==> config.mk <==
export PLATFORM = sky130hd
export DESIGN_NAME = inst_fetch_top
export DESIGN_NICKNAME = d
export VERILOG_FILES = /design/src/verilog/fetch_pkg.sv /design/src/verilog/fetch_entry_if.sv /design/src/verilog/inst_queue.sv /design/src/verilog/predecoder.sv /design/src/verilog/branch_predictor.sv /design/src/verilog/fetch_control.sv /design/src/verilog/inst_fetch_top.sv
export VERILOG_INCLUDE_DIRS = /design/src /design/src/verilog
export SDC_FILE = /design/constraint.sdc
export NUM_CORES = 1
export LEC_CHECK = 0
export ABC_AREA = 1
export BUFFER_PORTS_ARGS = -buffer_cell sky130_fd_sc_hd__buf_2
export CAP_MARGIN = 20
export CORE_ASPECT_RATIO = 1.75
export CORE_UTILIZATION = 58
export CTS_BUF_LIST = sky130_fd_sc_hd__clkbuf_4 sky130_fd_sc_hd__clkbuf_8
export DETAILED_ROUTE_END_ITERATION = 7
export PLACE_DENSITY = 0.78
export SLEW_MARGIN = 20
export SYNTH_ARGS = -nofsm -noshare
export SYNTH_HDL_FRONTEND = slang
export SYNTH_HIERARCHICAL = 1
export SYNTH_SLANG_ARGS = --single-unit
==> constraint.sdc <==
create_clock -name clk -period 6.16 [get_ports clk]
set_input_delay 1.232 -clock clk [delete_from_list [all_inputs] [get_ports clk]]
set_output_delay 1.232 -clock clk [all_outputs]
set_load 0.02 [all_outputs]
==> src/verilog/fetch_settings.svh <==
`ifndef FETCH_SETTINGS_SVH
`define FETCH_SETTINGS_SVH

// instruction queue entries as a power of two
`define FETCH_QUEUE_DEPTH 8

// counter table indexed by addr[BP_INDEX_BITS+1:2]
`define BP_INDEX_BITS 6

// first fetch address out of reset
`define FETCH_RESET_ADDR 32'h0000_0000

`endif

==> src/verilog/fetch_pkg.sv <==
`default_nettype none

package fetch_pkg;

    // byte address of an instruction
    typedef logic [31:0] addr_t;

    // raw RV32I instruction word
    typedef logic [31:0] inst_t;

    // running instruction id that wraps around
    typedef logic [7:0] iid_t;

    // two-bit saturating counter
    // 0,1 not taken; 2,3 taken
    typedef logic [1:0] ctr_t;

    // one fetched instruction as stored in the queue
    typedef struct packed {
        addr_t addr;
        inst_t inst;
        iid_t  iid;
    } fetch_entry_t;

    // major opcodes the predecoder cares about
    localparam logic [6:0] jal_op    = 7'b1101111;
    localparam logic [6:0] branch_op = 7'b1100011;

endpackage

`default_nettype wire

==> src/verilog/fetch_entry_if.sv <==
`timescale 1ns/10ps
`default_nettype none

// write path from fetch controller into the instruction queue
interface fetch_entry_if;
    logic                    valid;
    logic                    ready;
    logic                    almost_full;
    fetch_pkg::fetch_entry_t entry;

    modport producer (
        output valid,
        output entry,
        input  ready,
        input  almost_full
    );

    modport consumer (
        input  valid,
        input  entry,
        output ready,
        output almost_full
    );
endinterface

`default_nettype wire

==> src/verilog/inst_queue.sv <==
`timescale 1ns/10ps
`default_nettype none

`include "fetch_settings.svh"

module inst_queue (
    input  logic                    clk,
    input  logic                    reset,
    input  logic                    flush,
    fetch_entry_if.consumer         wr,
    output logic                    rd_valid,
    input  logic                    rd_ready,
    output fetch_pkg::fetch_entry_t rd_entry
);
    localparam int DEPTH = `FETCH_QUEUE_DEPTH;
    localparam int PTR_W = $clog2(DEPTH);
    localparam int CNT_W = PTR_W + 1;

    fetch_pkg::fetch_entry_t entries [DEPTH];

    logic [PTR_W-1:0] wr_ptr;
    logic [PTR_W-1:0] rd_ptr;
    logic [CNT_W-1:0] count;
    logic             wr_fire;
    logic             rd_fire;

    assign wr.ready = (count != CNT_W'(DEPTH));
    assign wr_fire  = wr.valid && wr.ready;
    assign rd_valid = (count != '0);
    assign rd_fire  = rd_valid && rd_ready;
    assign rd_entry = entries[rd_ptr];

    // one slot or less left once this cycle's write lands
    assign wr.almost_full = (count + CNT_W'(wr_fire)) >= CNT_W'(DEPTH - 1);

    always_ff @(posedge clk) begin
        if (wr_fire) begin
            entries[wr_ptr] <= wr.entry;
        end
    end

    always_ff @(posedge clk) begin
        if (reset || flush) begin
            wr_ptr <= '0;
            rd_ptr <= '0;
            count  <= '0;
        end else begin
            if (wr_fire) begin
                wr_ptr <= wr_ptr + 1'b1;
            end
            if (rd_fire) begin
                rd_ptr <= rd_ptr + 1'b1;
            end
            case ({wr_fire, rd_fire})
                2'b10: count <= count + 1'b1;
                2'b01: count <= count - 1'b1;
                default: count <= count;
            endcase
        end
    end

endmodule

`default_nettype wire

==> src/verilog/predecoder.sv <==
`timescale 1ns/10ps
`default_nettype none

module predecoder (
    input  fetch_pkg::inst_t inst,
    input  fetch_pkg::addr_t addr,
    output logic             is_jal,
    output logic             is_branch,
    output fetch_pkg::addr_t jal_target,
    output fetch_pkg::addr_t branch_target
);
    logic [6:0]       opcode;
    logic [19:0]      imm_j;
    logic [11:0]      imm_b;
    fetch_pkg::addr_t imm_j_sext;
    fetch_pkg::addr_t imm_b_sext;

    assign opcode = inst[6:0];

    assign is_jal    = (opcode == fetch_pkg::jal_op);
    assign is_branch = (opcode == fetch_pkg::branch_op);

    // J-type immediate bits 20:1 scattered over the word
    assign imm_j = {
        inst[31],
        inst[19:12],
        inst[20],
        inst[30:21]
    };

    // B-type immediate bits 12:1
    assign imm_b = {
        inst[31],
        inst[7],
        inst[30:25],
        inst[11:8]
    };

    assign imm_j_sext = {{11{imm_j[19]}}, imm_j, 1'b0};
    assign imm_b_sext = {{19{imm_b[11]}}, imm_b, 1'b0};

    assign jal_target    = addr + imm_j_sext;
    assign branch_target = addr + imm_b_sext;

endmodule

`default_nettype wire

==> src/verilog/branch_predictor.sv <==
`timescale 1ns/10ps
`default_nettype none

`include "fetch_settings.svh"

module branch_predictor (
    input  logic             clk,
    input  logic             reset,
    input  fetch_pkg::addr_t lookup_addr,
    output logic             pred_taken,
    input  logic             update_valid,
    input  fetch_pkg::addr_t update_addr,
    input  logic             update_taken
);
    localparam int IDX_W   = `BP_INDEX_BITS;
    localparam int ENTRIES = 1 << IDX_W;

    fetch_pkg::ctr_t counters [ENTRIES];

    logic [IDX_W-1:0] lookup_idx;
    logic [IDX_W-1:0] update_idx;
    fetch_pkg::ctr_t  update_ctr;

    // word aligned, so skip the low two bits
    assign lookup_idx = lookup_addr[IDX_W+1:2];
    assign update_idx = update_addr[IDX_W+1:2];

    // msb of the counter is the prediction
    assign pred_taken = counters[lookup_idx][1];

    assign update_ctr = counters[update_idx];

    always_ff @(posedge clk) begin
        if (reset) begin
            // weakly not taken
            for (int i = 0; i < ENTRIES; i++) begin
                counters[i] <= 2'd1;
            end
        end else if (update_valid) begin
            if (update_taken) begin
                if (update_ctr != 2'd3) begin
                    counters[update_idx] <= update_ctr + 2'd1;
                end
            end else begin
                if (update_ctr != 2'd0) begin
                    counters[update_idx] <= update_ctr - 2'd1;
                end
            end
        end
    end

endmodule

`default_nettype wire

==> src/verilog/fetch_control.sv <==
`timescale 1ns/10ps
`default_nettype none

`include "fetch_settings.svh"

module fetch_control (
    input  logic             clk,
    input  logic             reset,
    input  logic             redirect_valid,
    input  fetch_pkg::addr_t redirect_addr,
    output logic             mem_req_valid,
    input  logic             mem_req_ready,
    output fetch_pkg::addr_t mem_req_addr,
    input  logic             mem_resp_valid,
    input  fetch_pkg::inst_t mem_resp_data,
    fetch_entry_if.producer  q,
    output logic             flush,
    output fetch_pkg::addr_t lookup_addr,
    input  logic             pred_taken,
    input  logic             is_jal,
    input  logic             is_branch,
    input  fetch_pkg::addr_t jal_target,
    input  fetch_pkg::addr_t branch_target
);
    fetch_pkg::addr_t fetch_addr;
    fetch_pkg::addr_t next_addr;
    fetch_pkg::iid_t  iid;

    logic running;
    logic outstanding;
    logic discard;
    logic req_fire;
    logic resp_seen;
    logic resp_take;

    // fetch_addr stays on the outstanding request until its response
    assign mem_req_addr = fetch_addr;
    assign lookup_addr  = fetch_addr;

    // one request at a time, and only if the queue can still take it
    assign mem_req_valid = running && !outstanding && !q.almost_full;
    assign req_fire      = mem_req_valid && mem_req_ready;

    assign resp_seen = outstanding && mem_resp_valid;
    // a redirect in the response cycle kills that word too
    assign resp_take = resp_seen && !discard && !redirect_valid;

    assign flush = redirect_valid;

    assign q.valid = resp_take;
    assign q.entry = '{addr: fetch_addr, inst: mem_resp_data, iid: iid};

    always_comb begin
        if (is_jal) begin
            next_addr = jal_target;
        end else if (is_branch && pred_taken) begin
            next_addr = branch_target;
        end else begin
            next_addr = fetch_addr + 32'd4;
        end
    end

    always_ff @(posedge clk) begin
        if (reset) begin
            running     <= 1'b0;
            outstanding <= 1'b0;
            discard     <= 1'b0;
            iid         <= '0;
            fetch_addr  <= `FETCH_RESET_ADDR;
        end else begin
            running <= 1'b1;

            if (resp_seen) begin
                outstanding <= 1'b0;
            end else if (req_fire) begin
                outstanding <= 1'b1;
            end

            // response still owed to an old path is dropped on arrival
            if (resp_seen) begin
                discard <= 1'b0;
            end
            if (redirect_valid && (req_fire || (outstanding && !mem_resp_valid))) begin
                discard <= 1'b1;
            end

            if (redirect_valid) begin
                fetch_addr <= redirect_addr;
            end else if (resp_take) begin
                fetch_addr <= next_addr;
            end

            // ids keep counting across redirects
            if (resp_take) begin
                iid <= iid + 1'b1;
            end
        end
    end

endmodule

`default_nettype wire

==> src/verilog/inst_fetch_top.sv <==
`timescale 1ns/10ps
`default_nettype none

module inst_fetch_top (
    input  logic             clk,
    input  logic             reset,
    output logic             mem_req_valid,
    input  logic             mem_req_ready,
    output fetch_pkg::addr_t mem_req_addr,
    input  logic             mem_resp_valid,
    input  fetch_pkg::inst_t mem_resp_data,
    output logic             inst_valid,
    input  logic             inst_ready,
    output fetch_pkg::addr_t inst_addr,
    output fetch_pkg::inst_t inst_data,
    output fetch_pkg::iid_t  inst_id,
    input  logic             redirect_valid,
    input  fetch_pkg::addr_t redirect_addr,
    input  logic             bp_update_valid,
    input  fetch_pkg::addr_t bp_update_addr,
    input  logic             bp_update_taken
);
    logic                    flush;
    logic                    pred_taken;
    logic                    is_jal;
    logic                    is_branch;
    fetch_pkg::addr_t        lookup_addr;
    fetch_pkg::addr_t        jal_target;
    fetch_pkg::addr_t        branch_target;
    fetch_pkg::fetch_entry_t rd_entry;

    fetch_entry_if q_if ();

    fetch_control u_fetch_control (
        .clk            (clk),
        .reset          (reset),
        .redirect_valid (redirect_valid),
        .redirect_addr  (redirect_addr),
        .mem_req_valid  (mem_req_valid),
        .mem_req_ready  (mem_req_ready),
        .mem_req_addr   (mem_req_addr),
        .mem_resp_valid (mem_resp_valid),
        .mem_resp_data  (mem_resp_data),
        .q              (q_if),
        .flush          (flush),
        .lookup_addr    (lookup_addr),
        .pred_taken     (pred_taken),
        .is_jal         (is_jal),
        .is_branch      (is_branch),
        .jal_target     (jal_target),
        .branch_target  (branch_target)
    );

    // both look at the returned word side by side
    predecoder u_predecoder (
        .inst          (mem_resp_data),
        .addr          (lookup_addr),
        .is_jal        (is_jal),
        .is_branch     (is_branch),
        .jal_target    (jal_target),
        .branch_target (branch_target)
    );

    branch_predictor u_branch_predictor (
        .clk          (clk),
        .reset        (reset),
        .lookup_addr  (lookup_addr),
        .pred_taken   (pred_taken),
        .update_valid (bp_update_valid),
        .update_addr  (bp_update_addr),
        .update_taken (bp_update_taken)
    );

    inst_queue u_inst_queue (
        .clk      (clk),
        .reset    (reset),
        .flush    (flush),
        .wr       (q_if),
        .rd_valid (inst_valid),
        .rd_ready (inst_ready),
        .rd_entry (rd_entry)
    );

    assign inst_addr = rd_entry.addr;
    assign inst_data = rd_entry.inst;
    assign inst_id   = rd_entry.iid;

endmodule

`default_nettype wire

======== Yosys cells after proc, flatten, opt, wreduce, memory -nomap -nowiden ========
Memory sizes are Yosys's and may differ from the RTL's. A register that Yosys moved wholly into a read port is not among the register bits.
Index checks and enable logic that the tools add are counted.
Widths: inputs -> output; s select.
storage, ports and cells
  output and inout port bits .............. 106
  memories ................................ 2
  logic and storage cells ................. 84
  bits in registers ....................... 53
  RAM bits ................................ 704
memory list
  name                         words  bits a word  rd ports  clocked after memory_dff  write ports  line                    RTL
  u_inst_queue.entries         8      72           1         1                         1            inst_queue.sv:19        fetch_pkg::fetch_entry_t entries [DEPTH];
  u_branch_predictor.counters  64     2            2         1                         64           branch_predictor.sv:18  fetch_pkg::ctr_t counters [ENTRIES];
cells by class
  mux-type cells .......................... 30
  equality and inequality tests ........... 6
  bitwise operators ....................... 1
  reduce and logical (&&, ||, !) cells .... 25
  $lt $le $gt $ge ......................... 1
  add/sub/neg operators ................... 11
operators with widths
  cell                   count
  $mux 32                4
  $add 32x32->32         2
  $add 32x3->32 const B  1
  $mux 1                 18
  $mux 6                 3
  $eq 7x7->1 const B     2
  $logic_and 1x1->1      11
  $add 8x1->8 const B    1
  $pmux 4 s2             1
  $reduce_bool 2->1      4
  $add 3x1->3 const B    2
  $mux 3                 2
  $logic_not 1->1        5
  $add 4x1->4            1
  $add 4x1->4 const B    1
  $ge 4x3->1 const B     1
  $mux 2                 2
  $ne 4x4->1 const B     1
  $reduce_bool 4->1      1
  $reduce_or 2->1        2
  $sub 4x1->4 const B    1
  $add 2x1->2 const B    1
  $eq 2x1->1 const B     1
  $eq 2x2->1 const B     1
  other kinds (4)        5

======== Longest topological paths before layout ========
Gate-level depths: netlist of run 1.
  word-level depth ........................ 12
  mapped depth ............................ 20

======== Modules after synthesis ========
Netlist of run 1, hierarchy kept.
by module, submodules not included
  module            times used  seq. area each (µm²)  area an instance (µm²)  cells each
  inst_queue        1           17556.8               23153.5                 1720
  branch_predictor  1           3843.7                7875.1                  1023
  fetch_control     1           860.8                 4140.2                  692
  predecoder        1           0.0                   3813.7                  792

======== Worst setup path before layout of run 1 ========
No wires, ideal clock.
  path type ............................... input port to flip-flop
  start ................................... in mem_resp_valid
  end ..................................... mem u_inst_queue/entries[0][0] in the netlist's numbering (enable)
  library setup time ...................... 0.503 ns
  stages on the path ...................... 8
  setup slack ............................. 0.640 ns
  buffers on the path ..................... 0
  data arrival time ....................... 5.018 ns
  cells stage by stage .................... nand2_1 > nor2_1 > nand2_1 > inv_1 > nand2_1 > inv_1 > nand2_1 > nor2_1
on the way
  cells in the longest elaborated chain, start to end .. 6
RTL lines
  item                            line                  RTL
  from (decl)                     inst_fetch_top.sv:10  input logic mem_resp_valid,
  $logic_and 1x1->1               fetch_control.sv:44   assign resp_seen = outstanding && mem_resp_valid;
  $logic_and 1x1->1 (2 in a row)  fetch_control.sv:46   assign resp_take = resp_seen && !discard && !redirect_valid;
  named net q_if.valid            fetch_entry_if.sv:6   logic valid;
  $logic_and 1x1->1               inst_queue.sv:28      assign wr_fire = wr.valid && wr.ready;
  named net u_inst_queue.wr_fire  inst_queue.sv:24      logic wr_fire;
  $mux 1                          inst_queue.sv:37      if (wr_fire) begin
  $mux 1 (not written as such)    inst_queue.sv:38      entries[wr_ptr] <= wr.entry;
  to (decl)                       inst_queue.sv:19
The timed path passes the listed nets, and every way through them passes these cells.

======== Worst setup path in the final report of run 1 ========
  start ................................... in mem_resp_valid
  end ..................................... out mem_req_valid
on the way
  cells in the longest elaborated chain, start to end .. 8
RTL lines
  item                            line                 RTL
  $logic_and 1x1->1               fetch_control.sv:44
  $logic_and 1x1->1 (2 in a row)  fetch_control.sv:46
  named net q_if.valid            fetch_entry_if.sv:6
  $logic_and 1x1->1               inst_queue.sv:28
  named net u_inst_queue.wr_fire  inst_queue.sv:24
  $add 4x1->4                     inst_queue.sv:34     assign wr.almost_full = (count + CNT_W'(wr_fire)) >= CNT_W'(DEPTH - 1);
  $ge 4x3->1                      inst_queue.sv:34
  named net q_if.almost_full      fetch_entry_if.sv:8  logic almost_full;
  $logic_not 1->1                 fetch_control.sv:41  assign mem_req_valid = running && !outstanding && !q.almost_full;
  $logic_and 1x1->1               fetch_control.sv:41
  to (decl)                       inst_fetch_top.sv:7  output logic mem_req_valid,
The timed path passes the listed nets, and every way through them passes these cells.

==> impl_metrics.env, run 1 <==
export IMPL_required_ns=4.93
export IMPL_grt_use_met2=0.547
export IMPL_firstDrtPassIters=8
export IMPL_gp_congestion=1.01
export IMPL_postCtsSetupBuffers=0
export IMPL_dieArea_mm2=0.0683
export IMPL_wl_per_cell_um=20.1
export IMPL_clkLatencyLatePin_ns=0.75
export IMPL_tightest_slew_ns=1.11
export IMPL_grt_ovfl_total=0
export IMPL_whs_ns=0.493
export IMPL_worst_slew_margin_rel=0.261
export IMPL_synthesis_nets=4385
export IMPL_die_w_um=198
export IMPL_arrival_ns=3.76
export IMPL_setup_tns_ns=0
export IMPL_synth_seq_area_share=0.571
export IMPL_clock_skew_ns=0.0423
export IMPL_grt_pass1_vias=28700
export IMPL_grt_antenna_before_repair=16
export IMPL_dr_total_vias=30000
export IMPL_synth_main_ff_cell="edfxtp_1"
export IMPL_grt_total_usage=0.307
export IMPL_pwr_density_cell_mw_per_mm2=263
export IMPL_synth_area_mm2=0.0390
export IMPL_hold_class="flop to flop"
export IMPL_final_max_slew_viol_count=0
export IMPL_via_per_inst=5.71
export IMPL_hold_viol_final=0
export IMPL_ys_top_cells_by_count="1166 x nand2_1, 704 x edfxtp_1, 609 x nor2_1"
export IMPL_yosysTopAreaCell="edfxtp_1"
export IMPL_cts_resized=0
export IMPL_cap_violations=0
export IMPL_vdd_drop_max_uv=164
export IMPL_cts_tree="done"
export IMPL_areaGrowthSynthToFinish_pct=7.60
export IMPL_yosys_warnings=6
export IMPL_clk_path_buf_depth=3
export IMPL_n_fill_cell=5377
export IMPL_use_met3=0.0532
export IMPL_fmax_mhz=200
export IMPL_nets=4418
export IMPL_p_leak_nw=16.6
export IMPL_period_share=0.810
export IMPL_initial_utilization=0.586
export IMPL_cp_start_kind="input port"
export IMPL_synth_edff_count=704
export IMPL_ys_types=53
export IMPL_coreArea_mm2=0.0665
export IMPL_cts_sinks=760
export IMPL_grt_pass1_wl_um=157000
export IMPL_rsz0062_at_grt="no"
export IMPL_numCtsBuffers=103
export IMPL_portBuffers=183
export IMPL_grt_busiest_layer="met2"
export IMPL_cp_end_kind="output port"
export IMPL_synth_area_leaders="edfxtp_1 54%, nand2_1 11%, nor2_1 5.9%"
export IMPL_grt_max_degree=143
export IMPL_clk_pin_slew_ns=0.06
export IMPL_fin_crit_ns=4.99
export IMPL_yosys_area_top_type_share=0.542
export IMPL_ctsHoldBuffers=0
export IMPL_ant_nets=0
export IMPL_first_iter_violations=2513
export IMPL_use_met1=0.329
export IMPL_layout_drive_gt1_share=0.133
export IMPL_hp_start="u_inst_queue/rd_ptr[1]"
export IMPL_r2r_start="u_fetch_control/lookup_addr[3]"
export IMPL_wl_um=105000
export IMPL_setup_violations=0
export IMPL_ff_latch_area_mm2=0.0223
export IMPL_chipHeight_um=345
export IMPL_cp_max_fo=9
export IMPL_cp_startpoint="mem_resp_valid"
export IMPL_ios=210
export IMPL_postSynthAreaPerCell_um2=9.22
export IMPL_async_flop_share=0
export IMPL_outcome="finished, final reports clean"
export IMPL_htree_levels=3
export IMPL_synth_seq_cells=760
export IMPL_clockRootBuffer="clkbuf_8"
export IMPL_netlist_instances=4227
export IMPL_synth_most_common_cell="nand2_1"
export IMPL_crit_type="input port to output port"
export IMPL_drc=0
export IMPL_rows=125
export IMPL_multiInputGateArea_mm2=0.0140
export IMPL_dp_hpwl_um=68400
## registers in the layout (all words and copies together), names as in the netlist, named ones only
name	cells
u_inst_queue/rd_ptr	3
u_fetch_control/running	1
u_branch_predictor/counters	128
u_inst_queue/wr_ptr	3
u_fetch_control/outstanding	1
u_inst_queue/entries	576
u_fetch_control/lookup_addr	32
u_fetch_control/iid	8
u_inst_queue/count	4
u_fetch_control/discard	1
## metal layers
layer	routed length, um	share of wire
met5	115	0.0011
met4	7340	0.070
met3	8080	0.077
met2	53400	0.51
met1	36300	0.34
## path summary, 6_finish.rpt
kind | end | depth (start not counted) | slack (ns)
setup / recovery | mem_req_valid | 15 | 1.17
hold / removal | flop | 2 | 0.49
setup reg to reg | u_fetch_control/lookup_addr[4] | 14 | 1.80
hold reg to reg | flop | 2 | 0.49
## power breakdown
part,internal (mW),switching [mW]
Clock,2.25,1.87
Sequential,5.68,0.0904
Combinational,0.314,0.809
## critical path, stage by stage
cell	delay, ns
buf_2	0.12
nand2_1	0.11
nor2_1	0.06
nand2_1	0.26
inv_1	0.26
nand2_1	0.29
inv_1	0.10
ha_1	0.21
ha_1	0.19
xnor2_1	0.12
o21ai_0	0.32
inv_1	0.10
nand2_1	0.13
nor2_1	0.08
buf_2	0.17
## layout make-up
type                    count  share of cell area
flip-flops and latches    760               0.531
multi-input cells        2916               0.333
clock buffers             143              0.0423
repair buffers            225              0.0326
well taps                 889              0.0265
inverters                 254              0.0229
clock inverters            43              0.0110
diodes                     11            0.000656
## through the flow
stage               worst slack, ns  utilization  power (mW)  std cells  area [um2]
CTS                            1.25        0.631        11.0       5230       41900
finish                         1.17        0.631        11.0       5241       41900
floorplan                     0.640            -        6.66       4227       39000
global route                   1.02        0.631        11.4       5233       41900
detailed placement             1.29        0.597        6.98       5044       39700
global placement               1.30        0.597        6.96       5044       39700
## cells in the final DEF (no fill, tap or decap), drive strengths merged, types with 3 or more instances in the layout
cell type and instances:
or2 11, edfxtp 704, xor2 35, bufinv 9, diode 11, nor2 676, dfxtp 56, o21bai 5
clkbuf 143, nand3b 5, nand3 171, buf 225, nor3 25, a221oi 3, ha 52, nand4 9
o211ai 13, nand2 1241, a21oi 103, a21o 4, and2 3, o22ai 82, o221ai 4, o21ai 379
inv 253, clkinv 33, nor3b 3, xnor2 8, mux2i 72
## logic make-up after synthesis
| family | share of synthesized area |
|---|---|
| simple gates | 0.228 |
| flops | 0.571 |
| compound gates | 0.0829 |
| buf+inv | 0.0726 |
| mux | 0.0185 |
| fa+ha+maj | 0.0177 |
| xor+xnor | 0.00966 |
No activity file was read; power rests on OpenSTA's default activity.
==> run 2: changes to the inputs <==
==> constraint.sdc (replaced) <==
create_clock -name clk -period 5.2 [get_ports clk]
set_input_delay 1.04 -clock clk [delete_from_list [all_inputs] [get_ports clk]]
set_output_delay 1.04 -clock clk [all_outputs]
set_load 0.02 [all_outputs]
==> impl_metrics.env, run 2 (synthesis results as in run 1) <==
export IMPL_cp_start_kind="input port"
export IMPL_dp_slack_ns=0.645
export IMPL_dp_hpwl_um=68200
export IMPL_required_ns=4.16
export IMPL_use_met3=0.0581
export IMPL_grt_pass1_vias=29300
export IMPL_grt_antenna_before_repair=20
export IMPL_largest_register="u_inst_queue/entries"
export IMPL_grt_busiest_layer="met2"
export IMPL_fin_crit_ns=4.64
export IMPL_period_share=0.892
export IMPL_final_max_slew_viol_count=0
export IMPL_wl_um=106000
export IMPL_chipHeight_um=345
export IMPL_fmax_mhz=216
export IMPL_tightest_slew_ns=1.09
export IMPL_clock_skew_ns=0.0447
export IMPL_crit_path_frequent_cell="nand2_1"
export IMPL_cts_sinks=760
export IMPL_grt_use_met2=0.537
export IMPL_mostFrequentLayoutCells="1164 x nand2_1, 704 x edfxtp_1, 601 x nor2_1"
export IMPL_endpoint="mem_req_valid"
export IMPL_crit_type="input port to output port"
export IMPL_die_w_um=198
export IMPL_clk_pin_slew_ns=0.06
export IMPL_nets=4431
export IMPL_final_common_cell="nand2_1"
export IMPL_reg2regPathDepth=13
export IMPL_outcome="finished, final reports clean"
export IMPL_cpPeakStageDelay_ns=0.31
export IMPL_p_leak_nw=16.7
export IMPL_numCtsBuffers=104
export IMPL_setup_violations=0
export IMPL_hold_class="flop to flop"
export IMPL_cts_resized=0
export IMPL_reg2reg_slack_ns=1.31
export IMPL_cts_tree="done"
export IMPL_r2r_start="u_fetch_control/lookup_addr[3]"
export IMPL_grt_ovfl_total=0
export IMPL_n_fill_cell=5344
export IMPL_pwr_density_cell_mw_per_mm2=312
export IMPL_whs_ns=0.484
export IMPL_clockRootBuffer="clkbuf_8"
export IMPL_cap_violations=0
export IMPL_portBuffers=183
export IMPL_firstDrtPassIters=8
export IMPL_ctsHoldBuffers=0
export IMPL_cp_end_kind="output port"
export IMPL_arrival_ns=3.60
export IMPL_hold_viol_final=0
export IMPL_dieArea_mm2=0.0683
export IMPL_worst_slew_margin_rel=0.277
export IMPL_use_met1=0.344
export IMPL_first_iter_violations=2551
export IMPL_dp_cells=5056
export IMPL_dr_total_vias=30100
export IMPL_via_per_inst=5.72
export IMPL_initial_utilization=0.586
export IMPL_clkLatencyLatePin_ns=0.75
export IMPL_grt_total_usage=0.312
export IMPL_ant_nets=0
export IMPL_p_total_mw=13.1
export IMPL_grt_max_degree=97
export IMPL_slowest_stage="nand2_1"
export IMPL_crit_chain="buf_2, nand2_1, nor2_1, nand2_1, inv_1, nand2_1, inv_1, ha_1, ha_1, nand2_1, o21ai_0, inv_1, nand2_1, nor2_1, buf_2"
export IMPL_ios=210
export IMPL_vdd_drop_max_uv=265
export IMPL_final_cells=5260
export IMPL_wl_per_cell_um=20.1
export IMPL_cp_max_fo=9
export IMPL_drc=0
export IMPL_rsz0062_at_grt="no"
export IMPL_setup_slack_ns=0.563
export IMPL_htree_levels=3
export IMPL_coreArea_mm2=0.0665
export IMPL_setup_tns_ns=0
export IMPL_r2r_end="u_fetch_control/lookup_addr[3]"
export IMPL_clk_path_buf_depth=3
export IMPL_gp_congestion=0.996
export IMPL_rows=125
export IMPL_cp_startpoint="mem_resp_valid"
export IMPL_largest_reg_flops=576
export IMPL_crit_buf_inv=5
export IMPL_grt_pass1_wl_um=160000
export IMPL_layout_drive_gt1_share=0.137
export IMPL_critPathTopFamily="simple AND/OR/NAND/NOR gates"
export IMPL_areaGrowthSynthToFinish_pct=8.14
export IMPL_cp_depth=15
export IMPL_postCtsSetupBuffers=0
==> run 2: changes by cell type in the layout (fill, tap and decap cells not counted), sizes merged <==
cell,delta
buf,+12
bufinv,-1
clkbuf,+2
clkinv,+5
clkinvlp,+2
diode,-1
==> run 2: layout make-up <==
cell class,instances,area [um2],share of cell area
multi-input combinational,2916,14000,0.331
timing repair buffer,237,1500,0.0355
inverter,254,960,0.0228
clock buffer,145,1850,0.0438
sequential,760,22300,0.528
antenna,10,25.0,0.000594
tap,889,1110,0.0264
clock inverter,49,474,0.0112
==> run 2: through the flow <==
step	util	area, um2
after global routing	0.634	42100
after CTS	0.634	42100
after floorplan	-	39000
after global placement	0.599	39800
after detailed placement	0.599	39800
final	0.634	42200
==> run 2: per-layer routing <==
metal | part of all wire | up-vias
met4 | 0.070 | 24
li1 | - | 14200
met1 | 0.35 | 14200
met3 | 0.079 | 386
met2 | 0.50 | 1322
met5 | 0.0014 | -
==> run 2: report_power, final <==
group	switching, mW	total [mW]	leakage [nW]	internal [mW]
registers	0.115	6.84	6.91	6.73
clock network	2.26	4.97	1.21	2.71
logic	0.945	1.32	8.58	0.371
total	3.32	13.1	16.7	9.81
==> run 2: worst min-delay path, delay by kind of cell, from the launching register on <==
family / cells / cell delay (ns)
DFF: 1 / 0.31
AOI/OAI and AO/OA: 1 / 0.07
and+or+nand+nor: 1 / 0.06
==> run 2: worst min-delay path by stage <==
stage	to	cells after the start	start
finish	flop	2	u_inst_queue/rd_ptr[1]
detailed placement	flop	2	u_inst_queue/rd_ptr[1]
floorplan	u_inst_queue/wr_ptr[0]	2	u_inst_queue/wr_ptr[0]
global placement	flop	2	u_inst_queue/rd_ptr[1]
CTS	flop	2	u_inst_queue/rd_ptr[1]
global route	flop	2	u_inst_queue/rd_ptr[1]
